File: config.mk
export PLATFORM = sky130hd
export DESIGN_NAME = long_pipe_top
export DESIGN_NICKNAME = d
export VERILOG_FILES = /design/src/common/core_pkg.sv /design/src/hazard/hdu.sv /design/src/hdl/long_exu.sv /design/src/hdl/long_pipe_top.sv
export VERILOG_INCLUDE_DIRS = /design/src /design/src/common
export SDC_FILE = /design/constraint.sdc
export NUM_CORES = 2
export LEC_CHECK = 0
export BUFFER_PORTS_ARGS = -buffer_cell sky130_fd_sc_hd__clkbuf_2
export CAP_MARGIN = 25
export CORE_MARGIN = 2
export CORE_UTILIZATION = 35
export DETAILED_ROUTE_END_ITERATION = 12
export PLACE_DENSITY_LB_ADDON = 0.05
export SLEW_MARGIN = 10
export SYNTH_ARGS = -nofsm -noshare
export SYNTH_HDL_FRONTEND = slang
export SYNTH_SLANG_ARGS = --single-unit
export TNS_END_PERCENT = 10
File: constraint.sdc
create_clock -name clk -period 114.7 [get_ports clk]
set_input_delay 11.47 -clock clk [delete_from_list [all_inputs] [get_ports clk]]
set_output_delay 11.47 -clock clk [all_outputs]
set_load 0.02 [all_outputs]
File: src/common/core_defs.svh
//####################
// widths, slot count and latencies shared by the long-instruction pipe
// include in rtl and testbench files that size ports or counters
//####################
`ifndef CORE_DEFS_SVH
`define CORE_DEFS_SVH

// register and data widths
`define REG_ADDR_WIDTH 5    // x0..x31
`define XLEN 32             // rv32 data word

// scoreboard sizing, one commit id per slot
`define COMMIT_ID_WIDTH 2
`define LONG_SLOTS 4

// pipeline stall bus from the control unit
`define CU_BUS_WIDTH 4
`define CU_STALL_DISPATCH 1 // dispatch stage hold bit

// cycles from issue to ready
`define MUL_LATENCY 3
`define DIV_LATENCY 8       // divu and remu share the divider timing

`endif

File: src/common/core_pkg.sv
//####################
// shared types of the long-instruction pipe
// referenced by scope as core_pkg::name, never imported
//####################
`include "core_defs.svh"

package core_pkg;

    // architectural register index
    typedef logic [`REG_ADDR_WIDTH-1:0] reg_addr_t;

    // tag of an outstanding long instruction
    typedef logic [`COMMIT_ID_WIDTH-1:0] commit_id_t;

    // operand / result word
    typedef logic [`XLEN-1:0] word_t;

    // long opcodes, signed division not supported
    typedef enum logic [1:0] {
        LOP_MUL  = 2'd0, // low half of product
        LOP_DIVU = 2'd1, // unsigned quotient
        LOP_REMU = 2'd2  // unsigned remainder
    } long_op_e;

endpackage

File: src/hazard/hdu.sv
//####################
// hazard detection for long instructions
// tracks outstanding rd per commit id, flags raw / waw / full,
// holds a registered stall until the blocking entry retires,
// hands out the lowest free commit id and drives the atomic lock
//####################
`timescale 1ns/1ns
`include "core_defs.svh"

module hdu (
    input  logic                       clk,
    input  logic                       rst_n,
    input  logic                       new_long_inst_valid_i, // dispatch has a long inst
    input  core_pkg::reg_addr_t        new_inst_rd_addr_i,
    input  logic                       new_inst_rd_we_i,
    input  core_pkg::reg_addr_t        new_inst_rs1_addr_i,
    input  core_pkg::reg_addr_t        new_inst_rs2_addr_i,
    input  logic                       commit_valid_i,        // retire strobe from exu
    input  core_pkg::commit_id_t       commit_id_i,
    input  logic [`CU_BUS_WIDTH-1:0]   stall_flag_i,          // control unit stall bus
    output logic                       hazard_stall_o,
    output logic                       issue_fire_o,          // inst accepted this cycle
    output core_pkg::commit_id_t       alloc_id_o,            // lowest free id
    output logic                       long_inst_atom_lock_o
);

    // scoreboard state
    logic [`LONG_SLOTS-1:0]  valid_q;
    core_pkg::reg_addr_t     rd_q [`LONG_SLOTS]; // x0 when the inst does not write

    logic [`LONG_SLOTS-1:0]  commit_hit; // one-hot of the retiring slot
    logic [`LONG_SLOTS-1:0]  live;       // outstanding and not retiring now
    logic [`LONG_SLOTS-1:0]  free;

    logic                    rs1_chk;
    logic                    rs2_chk;
    logic                    rd_chk;
    logic                    raw_hazard;
    logic                    waw_hazard;
    logic                    full_hazard;
    logic                    hazard;
    core_pkg::commit_id_t    hazard_id;   // entry to wait on
    core_pkg::commit_id_t    hazard_id_q;
    logic                    stall_q;
    logic                    alloc_found;
    logic                    dispatch_stall;

    assign dispatch_stall = stall_flag_i[`CU_STALL_DISPATCH];

    // x0 never creates a dependency
    assign rs1_chk = (new_inst_rs1_addr_i != '0);
    assign rs2_chk = (new_inst_rs2_addr_i != '0);
    assign rd_chk  = (new_inst_rd_addr_i != '0) && new_inst_rd_we_i;

    always_comb begin
        for (int i = 0; i < `LONG_SLOTS; i++) begin
            commit_hit[i] = commit_valid_i && (commit_id_i == core_pkg::commit_id_t'(i));
        end
    end

    assign live = valid_q & ~commit_hit; // retiring entry already resolved
    assign free = ~live;

    // compare against every live entry, last match is recorded
    always_comb begin
        raw_hazard = 1'b0;
        waw_hazard = 1'b0;
        hazard_id  = '0; // full case waits on the lowest id
        for (int i = 0; i < `LONG_SLOTS; i++) begin
            if (live[i] && rd_q[i] != '0) begin
                if ((rs1_chk && new_inst_rs1_addr_i == rd_q[i]) ||
                    (rs2_chk && new_inst_rs2_addr_i == rd_q[i])) begin
                    raw_hazard = 1'b1;
                    hazard_id  = core_pkg::commit_id_t'(i);
                end
                if (rd_chk && new_inst_rd_addr_i == rd_q[i]) begin
                    waw_hazard = 1'b1;
                    hazard_id  = core_pkg::commit_id_t'(i);
                end
            end
        end
    end

    assign full_hazard = &live; // no slot frees up this cycle
    assign hazard      = new_long_inst_valid_i && (raw_hazard || waw_hazard || full_hazard);

    // lowest free id, a retiring slot can be reused at once
    always_comb begin
        alloc_id_o  = '0;
        alloc_found = 1'b0;
        for (int i = 0; i < `LONG_SLOTS; i++) begin
            if (free[i] && !alloc_found) begin
                alloc_id_o  = core_pkg::commit_id_t'(i);
                alloc_found = 1'b1;
            end
        end
    end

    assign issue_fire_o = new_long_inst_valid_i && !stall_q && !dispatch_stall && !hazard;

    // registered stall, released by the commit of the recorded id
    always_ff @(posedge clk or negedge rst_n) begin
        if (!rst_n) begin
            stall_q     <= 1'b0;
            hazard_id_q <= '0;
        end else if (!stall_q && !dispatch_stall && hazard) begin
            stall_q     <= 1'b1;
            hazard_id_q <= hazard_id;
        end else if (stall_q && commit_valid_i && (commit_id_i == hazard_id_q)) begin
            stall_q <= 1'b0; // lifts the cycle after commit
        end
    end

    assign hazard_stall_o = stall_q;

    // valid bits, set wins over clear on slot reuse
    always_ff @(posedge clk or negedge rst_n) begin
        if (!rst_n) begin
            valid_q <= '0;
        end else begin
            for (int i = 0; i < `LONG_SLOTS; i++) begin
                if (commit_hit[i]) valid_q[i] <= 1'b0;
            end
            if (issue_fire_o) valid_q[alloc_id_o] <= 1'b1;
        end
    end

    // destination per slot
    always_ff @(posedge clk) begin
        if (issue_fire_o) begin
            rd_q[alloc_id_o] <= new_inst_rd_we_i ? new_inst_rd_addr_i : '0;
        end
    end

    assign long_inst_atom_lock_o = |valid_q; // anything still in flight

endmodule

File: src/hdl/long_exu.sv
//####################
// long execution unit, one slot per commit id
// each slot counts down its opcode latency, ready slots wait
// and a fixed-priority arbiter retires the lowest id, one per cycle
//####################
`timescale 1ns/1ns
`include "core_defs.svh"

module long_exu (
    input  logic                 clk,
    input  logic                 rst_n,
    input  logic                 issue_valid_i, // accepted issue from hdu
    input  core_pkg::commit_id_t issue_id_i,    // slot to fill
    input  core_pkg::long_op_e   op_i,
    input  core_pkg::reg_addr_t  rd_addr_i,
    input  core_pkg::word_t      op_a_i,
    input  core_pkg::word_t      op_b_i,
    output logic                 commit_valid_o,
    output core_pkg::commit_id_t commit_id_o,
    output core_pkg::reg_addr_t  commit_rd_o,
    output core_pkg::word_t      commit_data_o
);

    localparam int CNT_W = $clog2(`DIV_LATENCY); // longest countdown fits

    // slot control
    logic [`LONG_SLOTS-1:0] busy_q;
    logic [CNT_W-1:0]       cnt_q [`LONG_SLOTS];
    logic [`LONG_SLOTS-1:0] ready;

    // slot payload
    core_pkg::long_op_e     op_q [`LONG_SLOTS];
    core_pkg::word_t        a_q  [`LONG_SLOTS];
    core_pkg::word_t        b_q  [`LONG_SLOTS];
    core_pkg::reg_addr_t    rd_q [`LONG_SLOTS];

    logic [CNT_W-1:0]       lat_init;
    core_pkg::commit_id_t   sel_id;
    logic                   sel_found;
    core_pkg::long_op_e     sel_op;
    core_pkg::word_t        sel_a;
    core_pkg::word_t        sel_b;

    // ready at issue + latency, so load latency minus one
    always_comb begin
        case (op_i)
            core_pkg::LOP_MUL: lat_init = CNT_W'(`MUL_LATENCY - 1);
            default:           lat_init = CNT_W'(`DIV_LATENCY - 1); // divu, remu
        endcase
    end

    always_comb begin
        for (int i = 0; i < `LONG_SLOTS; i++) begin
            ready[i] = busy_q[i] && (cnt_q[i] == '0);
        end
    end

    // fixed priority, lowest id first
    always_comb begin
        sel_id    = '0;
        sel_found = 1'b0;
        for (int i = 0; i < `LONG_SLOTS; i++) begin
            if (ready[i] && !sel_found) begin
                sel_id    = core_pkg::commit_id_t'(i);
                sel_found = 1'b1;
            end
        end
    end

    assign commit_valid_o = sel_found;
    assign commit_id_o    = sel_id;

    // countdown and occupancy
    always_ff @(posedge clk or negedge rst_n) begin
        if (!rst_n) begin
            busy_q <= '0;
            for (int i = 0; i < `LONG_SLOTS; i++) begin
                cnt_q[i] <= '0;
            end
        end else begin
            for (int i = 0; i < `LONG_SLOTS; i++) begin
                if (busy_q[i] && cnt_q[i] != '0) cnt_q[i] <= cnt_q[i] - 1'b1;
            end
            if (commit_valid_o) busy_q[sel_id] <= 1'b0; // retired
            if (issue_valid_i) begin                    // reuse overrides retire
                busy_q[issue_id_i] <= 1'b1;
                cnt_q[issue_id_i]  <= lat_init;
            end
        end
    end

    // operands captured at issue
    always_ff @(posedge clk) begin
        if (issue_valid_i) begin
            op_q[issue_id_i] <= op_i;
            a_q[issue_id_i]  <= op_a_i;
            b_q[issue_id_i]  <= op_b_i;
            rd_q[issue_id_i] <= rd_addr_i;
        end
    end

    // one shared datapath behind the arbiter
    assign sel_op      = op_q[sel_id];
    assign sel_a       = a_q[sel_id];
    assign sel_b       = b_q[sel_id];
    assign commit_rd_o = rd_q[sel_id];

    always_comb begin
        case (sel_op)
            core_pkg::LOP_MUL:  commit_data_o = sel_a * sel_b; // low 32 bits only
            core_pkg::LOP_DIVU: commit_data_o = (sel_b == '0) ? '1 : sel_a / sel_b;
            core_pkg::LOP_REMU: commit_data_o = (sel_b == '0) ? sel_a : sel_a % sel_b;
            default:            commit_data_o = '0;
        endcase
    end

endmodule

File: src/hdl/long_pipe_top.sv
//####################
// long-instruction pipe top
// hdu gates issue and hands out ids, long_exu executes and retires
// commit feeds back into the hdu scoreboard
//####################
`timescale 1ns/1ns
`include "core_defs.svh"

module long_pipe_top (
    input  logic                     clk,
    input  logic                     rst_n,
    // issue side, held by the source until issue_fire_o
    input  logic                     new_long_inst_valid_i,
    input  core_pkg::long_op_e       long_op_i,
    input  core_pkg::reg_addr_t      rd_addr_i,
    input  logic                     rd_we_i,
    input  core_pkg::reg_addr_t      rs1_addr_i,
    input  core_pkg::reg_addr_t      rs2_addr_i,
    input  core_pkg::word_t          op_a_i,
    input  core_pkg::word_t          op_b_i,
    input  logic [`CU_BUS_WIDTH-1:0] stall_flag_i,
    // dispatch feedback
    output logic                     hazard_stall_o,
    output core_pkg::commit_id_t     commit_id_o,   // id of the current issue
    output logic                     issue_fire_o,
    output logic                     long_inst_atom_lock_o,
    // retire port
    output logic                     commit_valid_o,
    output core_pkg::commit_id_t     commit_id_o_c,
    output core_pkg::reg_addr_t      commit_rd_o,
    output core_pkg::word_t          commit_data_o
);

    hdu u_hdu (
        .clk                   (clk),
        .rst_n                 (rst_n),
        .new_long_inst_valid_i (new_long_inst_valid_i),
        .new_inst_rd_addr_i    (rd_addr_i),
        .new_inst_rd_we_i      (rd_we_i),
        .new_inst_rs1_addr_i   (rs1_addr_i),
        .new_inst_rs2_addr_i   (rs2_addr_i),
        .commit_valid_i        (commit_valid_o), // retire frees the entry
        .commit_id_i           (commit_id_o_c),
        .stall_flag_i          (stall_flag_i),
        .hazard_stall_o        (hazard_stall_o),
        .issue_fire_o          (issue_fire_o),
        .alloc_id_o            (commit_id_o),
        .long_inst_atom_lock_o (long_inst_atom_lock_o)
    );

    long_exu u_long_exu (
        .clk            (clk),
        .rst_n          (rst_n),
        .issue_valid_i  (issue_fire_o),
        .issue_id_i     (commit_id_o), // slot = allocated id
        .op_i           (long_op_i),
        .rd_addr_i      (rd_addr_i),
        .op_a_i         (op_a_i),
        .op_b_i         (op_b_i),
        .commit_valid_o (commit_valid_o),
        .commit_id_o    (commit_id_o_c),
        .commit_rd_o    (commit_rd_o),
        .commit_data_o  (commit_data_o)
    );

endmodule

## Word level (Yosys, flattened, before mapping)

Memories as Yosys holds them, arrays and structs flattened.
Cells that the tools add are included.

- Register bits: 23
- Bits in writable memories: 304
- Bits of input ports: 89
- Word-level logic and storage cells: 201
- Memories: 5

- Add/sub/neg operators: 4
- $mul: 1
- Divide/modulo/power cells: 2
- Order comparisons: 6
- Equal/unequal tests: 18
- Muxes and demuxes: 66
- Bitwise logic cells: 8
- Reductions and logical operators: 83

Memories:

| memory | words | bits a word | read ports | clocked after Yosys merged registers in | write ports | line | text |
|---|---|---|---|---|---|---|---|
| u_long_exu.a_q | 4 | 32 | 1 | 0 | 1 | long_exu.sv:33 | `` core_pkg::word_t a_q [`LONG_SLOTS]; `` |
| u_long_exu.b_q | 4 | 32 | 1 | 0 | 1 | long_exu.sv:34 | `` core_pkg::word_t b_q [`LONG_SLOTS]; `` |
| u_hdu.rd_q | 4 | 5 | 4 | 0 | 1 | hdu.sv:29 | `` core_pkg::reg_addr_t rd_q [`LONG_SLOTS]; `` |
| u_long_exu.rd_q | 4 | 5 | 1 | 0 | 1 | long_exu.sv:35 | `` core_pkg::reg_addr_t rd_q [`LONG_SLOTS]; `` |
| u_long_exu.op_q | 4 | 2 | 1 | 0 | 1 | long_exu.sv:32 | `` core_pkg::long_op_e op_q [`LONG_SLOTS]; `` |

Operators by type and width:

| kind | count |
|---|---|
| one-hot mux 32 bit (3 select lines) | 1 |
| 2-to-1 mux 32 bit | 2 |
| equality test 5 bit | 12 |
| logical AND 1 bit | 46 |
| 2-to-1 mux 1 bit | 37 |
| nonzero test 5 bit | 7 |
| divider 32 x 32 -> 32 bit | 1 |
| logical NOT 32 bit | 1 |
| remainder unit 32 x 32 -> 32 bit | 1 |
| multiplier 32 x 32 -> 32 bit | 1 |
| 2-to-1 mux 2 bit | 11 |
| 2-to-1 mux 3 bit | 6 |
| bitwise mux 12 bit | 1 |
| logical NOT 3 bit | 4 |
| 2-to-1 mux 12 bit | 1 |
| 2-to-1 mux 4 bit | 3 |
| NOT 4 bit | 3 |
| nonzero test 3 bit | 4 |
| subtractor 3 x 1 -> 3 bit, second input constant | 4 |
| logical NOT 1 bit | 9 |
| AND 4 bit | 2 |
| OR 4 bit | 2 |
| demux 3 bit (select 2 bit) | 1 |
| equality test 2 bit, second input constant | 3 |
| 14 further kinds | 25 |

## Longest topological paths before layout

- Word-level depth: 34
- Gate-level depth with buffers: 404

## Cells and area by module

Synthesis repeated with hierarchy kept, for this count alone.

- Cell total of the unflattened synthesis: 7189
- Area total of the unflattened synthesis: 58307.2 um2

Modules (own cells, without submodules):

| module | times used | cells an instance | area an instance (um2) | sequential area each (um2) |
|---|---|---|---|---|
| long_exu | 1 | 6994 | 56289.0 | 8928.6 |
| hdu | 1 | 195 | 2018.2 | 775.7 |

## Least setup slack after synthesis

OpenSTA, ideal clock, no wires.

- Path kind: reg2out
- Start: register u_long_exu.cnt_q[9] (netlist bit)
- End: output commit_data_o[30]
- Arrival time: 80723 ps
- Data required time: 103230 ps
- Setup slack: 22507 ps
- Stages on the path, launching flop included: 373
- Path buffers: 55
- Path through: dfrtp_1 -> inv_1 -> ha_1 -> and3b_1 -> buf_6 -> nor2_2 -> buf_2 -> buf_2 -> buf_2 -> nor2_1 -> inv_2 -> nand2_1 -> a21oi_1 -> a221oi_1 -> clkbuf_1 -> ha_1 -> nand3_1 -> nor4_1 -> [... 337 more ...] -> a21o_1 -> a21oi_1 -> o21bai_1 -> a21oi_1 -> o21a_1 -> o21ai_0 -> o21ai_0 -> o21ai_0 -> a21oi_1 -> o211ai_1 -> a2111o_1 -> o221ai_1 -> a21oi_1 -> clkbuf_1 -> clkbuf_1 -> o21ai_0 -> o31ai_1 -> a221oi_1

- Word-level cells in the longest chain between the ends: 16

RTL lines:

| what | line | text |
|---|---|---|
| from (decl) | long_exu.sv:28 | `` logic [CNT_W-1:0] cnt_q [`LONG_SLOTS]; `` |
| from (signal, indexed assignment) | long_exu.sv:87 | `cnt_q[issue_id_i] <= lat_init;` |
| logical NOT 3 bit (*) | long_exu.sv:54 | `ready[i] = busy_q[i] && (cnt_q[i] == '0);` |
| logical AND 1 bit (*) | long_exu.sv:54 |  |
| 2-to-1 mux 1 bit (*) | long_exu.sv:63 | `if (ready[i] && !sel_found) begin` |
| logical NOT 1 bit | long_exu.sv:63 |  |
| logical AND 1 bit | long_exu.sv:63 |  |
| 2-to-1 mux 1 bit | long_exu.sv:63 |  |
| logical NOT 1 bit | long_exu.sv:63 |  |
| logical AND 1 bit | long_exu.sv:63 |  |
| 2-to-1 mux 1 bit | long_exu.sv:63 |  |
| logical NOT 1 bit | long_exu.sv:63 |  |
| logical AND 1 bit | long_exu.sv:63 |  |
| 2-to-1 mux 2 bit (*) | long_exu.sv:63 |  |
| named net commit_id_o_c[0] | long_pipe_top.sv:29 | `output core_pkg::commit_id_t commit_id_o_c,` |
| memory read (4 x 32 bit) (on tied branches) | n/a |  |
| remainder unit 32 x 32 -> 32 bit (tied with other cells) | long_exu.sv:112 | `core_pkg::LOP_REMU: commit_data_o = (sel_b == '0) ? sel_a : sel_a % sel_b;` |
| 2-to-1 mux 32 bit (on tied branches) | long_exu.sv:112, long_exu.sv:111 |  |
| one-hot mux 32 bit (3 select lines) (*) | long_exu.sv:109 | `case (sel_op)` |
| to (decl) | long_pipe_top.sv:31 | `output core_pkg::word_t commit_data_o` |

The timed path passes the listed nets; every way through them passes the cells marked *.

## Worst setup path after layout

- Start: register u_long_exu.cnt_q[6] (netlist bit)
- End: output commit_data_o[4]

- Word-level cells in the longest chain between the ends: 14

RTL lines:

| what | line |
|---|---|
| logical NOT 3 bit (*) | long_exu.sv:54 |
| logical AND 1 bit (*) | long_exu.sv:54 |
| logical AND 1 bit (*) | long_exu.sv:63 |
| 2-to-1 mux 1 bit | long_exu.sv:63 |
| logical NOT 1 bit | long_exu.sv:63 |
| logical AND 1 bit | long_exu.sv:63 |
| 2-to-1 mux 1 bit | long_exu.sv:63 |
| logical NOT 1 bit | long_exu.sv:63 |
| logical AND 1 bit | long_exu.sv:63 |
| 2-to-1 mux 2 bit (*) | long_exu.sv:63 |
| memory read (4 x 32 bit) (on tied branches) | n/a |
| remainder unit 32 x 32 -> 32 bit (tied with other cells) | long_exu.sv:112 |
| 2-to-1 mux 32 bit (on tied branches) | long_exu.sv:112, long_exu.sv:111 |
| one-hot mux 32 bit (3 select lines) (*) | long_exu.sv:109 |

Every way passes the cells marked *; elsewhere a longest branch is shown, timed or not.

==> impl_metrics.yaml <==
global_routing:
  grt_pass1_vias: 54829
  grt_pass1_wl_um: 367000
  antenna_found_initial: 10
  overflow: 0
  grt_max_degree: 51
  track_usage: 0.290
critical_path:
  critPathCapture: "commit_data_o[4]"
  cp-end-kind: "primary output"
  crit-reg2reg-launch: "u_long_exu.cnt_q[6]"
  crit_family: "compound AO/OA/AOI/OAI gates"
  r2r-end: "u_long_exu.b_q[2][8]"
  rrSetupSlack_ns: 109.62
  critPathMaxFanout: 38
  arrival_ns: 96.51
  crit_type: "flop to primary output"
  startpoint: "u_long_exu.cnt_q[6]"
  start_kind: "flop"
  r2r_cells: 14
  path_buf_inv: 36
  path_common_cell: "o21ai_0"
  slowest_delay_ns: 0.72
  cp.required_ns: 103.23
  cp.depth: 361
  critPathSlowestCell: "o41a_1"
yosys:
  synth.net_count: 8310
  synth-compound-area-share: 0.199
  synth_top_family_by_area: "adder cells"
  yosys.area.top_type: "edfxtp_1"
  ys_seq_area_frac: 0.166
  synth_xor_area_frac: 0.0773
  synthArstFlopShare: 0.0703
  synthCells: 7147
  synth.avg_cell_area_um2: 8.18
  synthSimpleGateAreaFrac: 0.194
  synth_cell_types: 123
  netlist_top_cells_count: "nand2_1 (927), nor2_1 (683), ha_1 (665)"
  yosysWarnings: 0
  ys_ff_latch: 327
  synth_top_cell_area_share: 0.156
  netlist_area_um2: 58500
  synthAdderAreaFrac: 0.282
  ys_top_cells_by_area: "edfxtp_1 (16%), ha_1 (14%), fa_1 (14%), nand2_1 (5.9%), xnor2_1 (4.8%)"
  muxShareOfSynthArea: 0.0178
  synth_most_common_cell: "nand2_1"
  synth_edf_count: 304
  synth_top_flop_cell: "edfxtp_1"
die:
  rows: 150
  fp.dieH_um: 413
  io_pins: 134
  initial_core_util: 0.351
  coreArea_um2: 167000
  dieArea_um2: 170000
  die_w_um: 413
sta:
  clock.fmax_ghz: 0.00926
  slew-limit-headroom: 0.306
  rsz0062_at_grt: "no"
  whs_ns: 0.493
  setup_tns_ns: 0
  finalCriticalPeriod_ns: 107.98
  finalSetupViolations: 0
  finalCritPeriodShare: 0.941
  skew_ns: 0.0285
  hold_viol: 0
  finalMaxSlewViolations: 0
  tightest_slew_ns: 1.03
outcome:
  outcome: "finished, final reports clean"
detailed_routing:
  drtPass1Iterations: 6
  ant_nets: 0
  drt_iter0_markers: 4072
  wl_um: 250000
  drc_errors: 0
  vias: 55244
  wl_per_cell_um: 25.5
  vias_per_cell: 5.63
layout:
  finalNonFillerCells: 9818
  nFillCells: 17381
  drive_gt1_frac: 0.128
  nets: 8755
  synthToLayoutAreaGrowth_pct: 12.8
clock_network:
  cts.clk_slew.worst_paths_ns: 0.07
  htree_levels: 1
  cts_inserted_buffers: 27
  clk_latency_ns: 0.59
  cts_root_buffer: "clkbuf_16"
  cts_max_path_buffers: 3
  cts_sinks: 327
  cts_tree: "built"
placed_design:
  portBuffers: 130
  dp_cells: 9764
  dp_hpwl_um: 194000
  gp_congestion: 0.961
hold_path:
  hp-class: "flop to flop"
run:
  drv_cap: 0
[routing by layer]
metal  GRT usage  vias up  wire length, um
met1       0.394    27293           113000
met3      0.0262      359            12400
met4      0.0999       14            10100
li1            -    26046                -
met2       0.481     1532           115000
met5           0        -              103
[layout make-up]
class,count,area [um2],area share
multi-input combinational,5872,45300,0.687
timing repair buffer,680,4820,0.0730
sequential,327,9700,0.147
clock inverter,16,110,0.00167
clock buffer,32,694,0.0105
antenna,3,7.51,0.000114
tap,2204,2760,0.0418
inverter,684,2570,0.0389
[layout by cell type, fill, tap and decap left out, drive strengths merged, types with 50 or more instances in the layout]
| master | instances |
|---|---|
| nand3 | 149 |
| inv | 672 |
| nand4 | 65 |
| o211ai | 50 |
| nor3 | 178 |
| nor2b | 76 |
| ha | 665 |
| clkbuf | 162 |
| a31oi | 82 |
| nor2 | 686 |
| xor2 | 196 |
| a21o | 185 |
| buf | 550 |
| edfxtp | 304 |
| fa | 409 |
| nand2 | 928 |
| nor4 | 53 |
| o21ai | 305 |
| a21oi | 454 |
| or3 | 89 |
| nand2b | 53 |
| o21a | 137 |
| mux2 | 57 |
| xnor2 | 320 |
[how the worst min path moves through the flow]
stage / end / slack [ns] / cells after the start / from
detailed placement: u_long_exu.cnt_q[1] / 0.47 / 2 / u_long_exu.cnt_q[1]
global route: u_long_exu.cnt_q[7] / 0.51 / 1 / u_long_exu.cnt_q[7]
global placement: u_long_exu.cnt_q[1] / 0.47 / 2 / u_long_exu.cnt_q[1]
CTS: u_long_exu.cnt_q[1] / 0.49 / 2 / u_long_exu.cnt_q[1]
floorplan: u_long_exu.cnt_q[1] / 0.46 / 2 / u_long_exu.cnt_q[1]
finish: u_long_exu.cnt_q[10] / 0.49 / 1 / u_long_exu.cnt_q[10]
[flip-flops by register name, indices dropped and copies added, names as in the netlist]
register	flops
u_long_exu.a_q	128
u_long_exu.b_q	128
u_hdu.rd_q	20
u_long_exu.rd_q	20
u_long_exu.cnt_q	12
u_long_exu.op_q	8
u_hdu.valid_q	4
u_long_exu.busy_q	4
u_hdu.hazard_id_q	2
u_hdu.hazard_stall_o	1
[what timing repair did]
item,4_1_cts,5_1_grt
hold buffers,0,0
setup buffers,0,3
endpoints found under the setup margin,0,32
gates resized for setup,0,14
[cell families after synthesis]
family / count (synthesis)
flops: 327
buf+inv: 948
xor+xnor: 516
fa+ha+maj: 1074
mux: 95
simple gates: 2467
compound gates: 1720
[per-stage QoR]
step	cell area, um2	utilization	worst slack, ns
finish	66000	0.396	6.72
global route	66000	0.396	0.207
CTS	65900	0.395	5.30
detailed placement	65100	0.391	6.53
global placement	65100	0.391	6.30
floorplan	58500	-	22.51
Power is left out: the tool's default activity adds up to more than one toggle a clock period on the data nets, which glitch-free logic cannot reach.
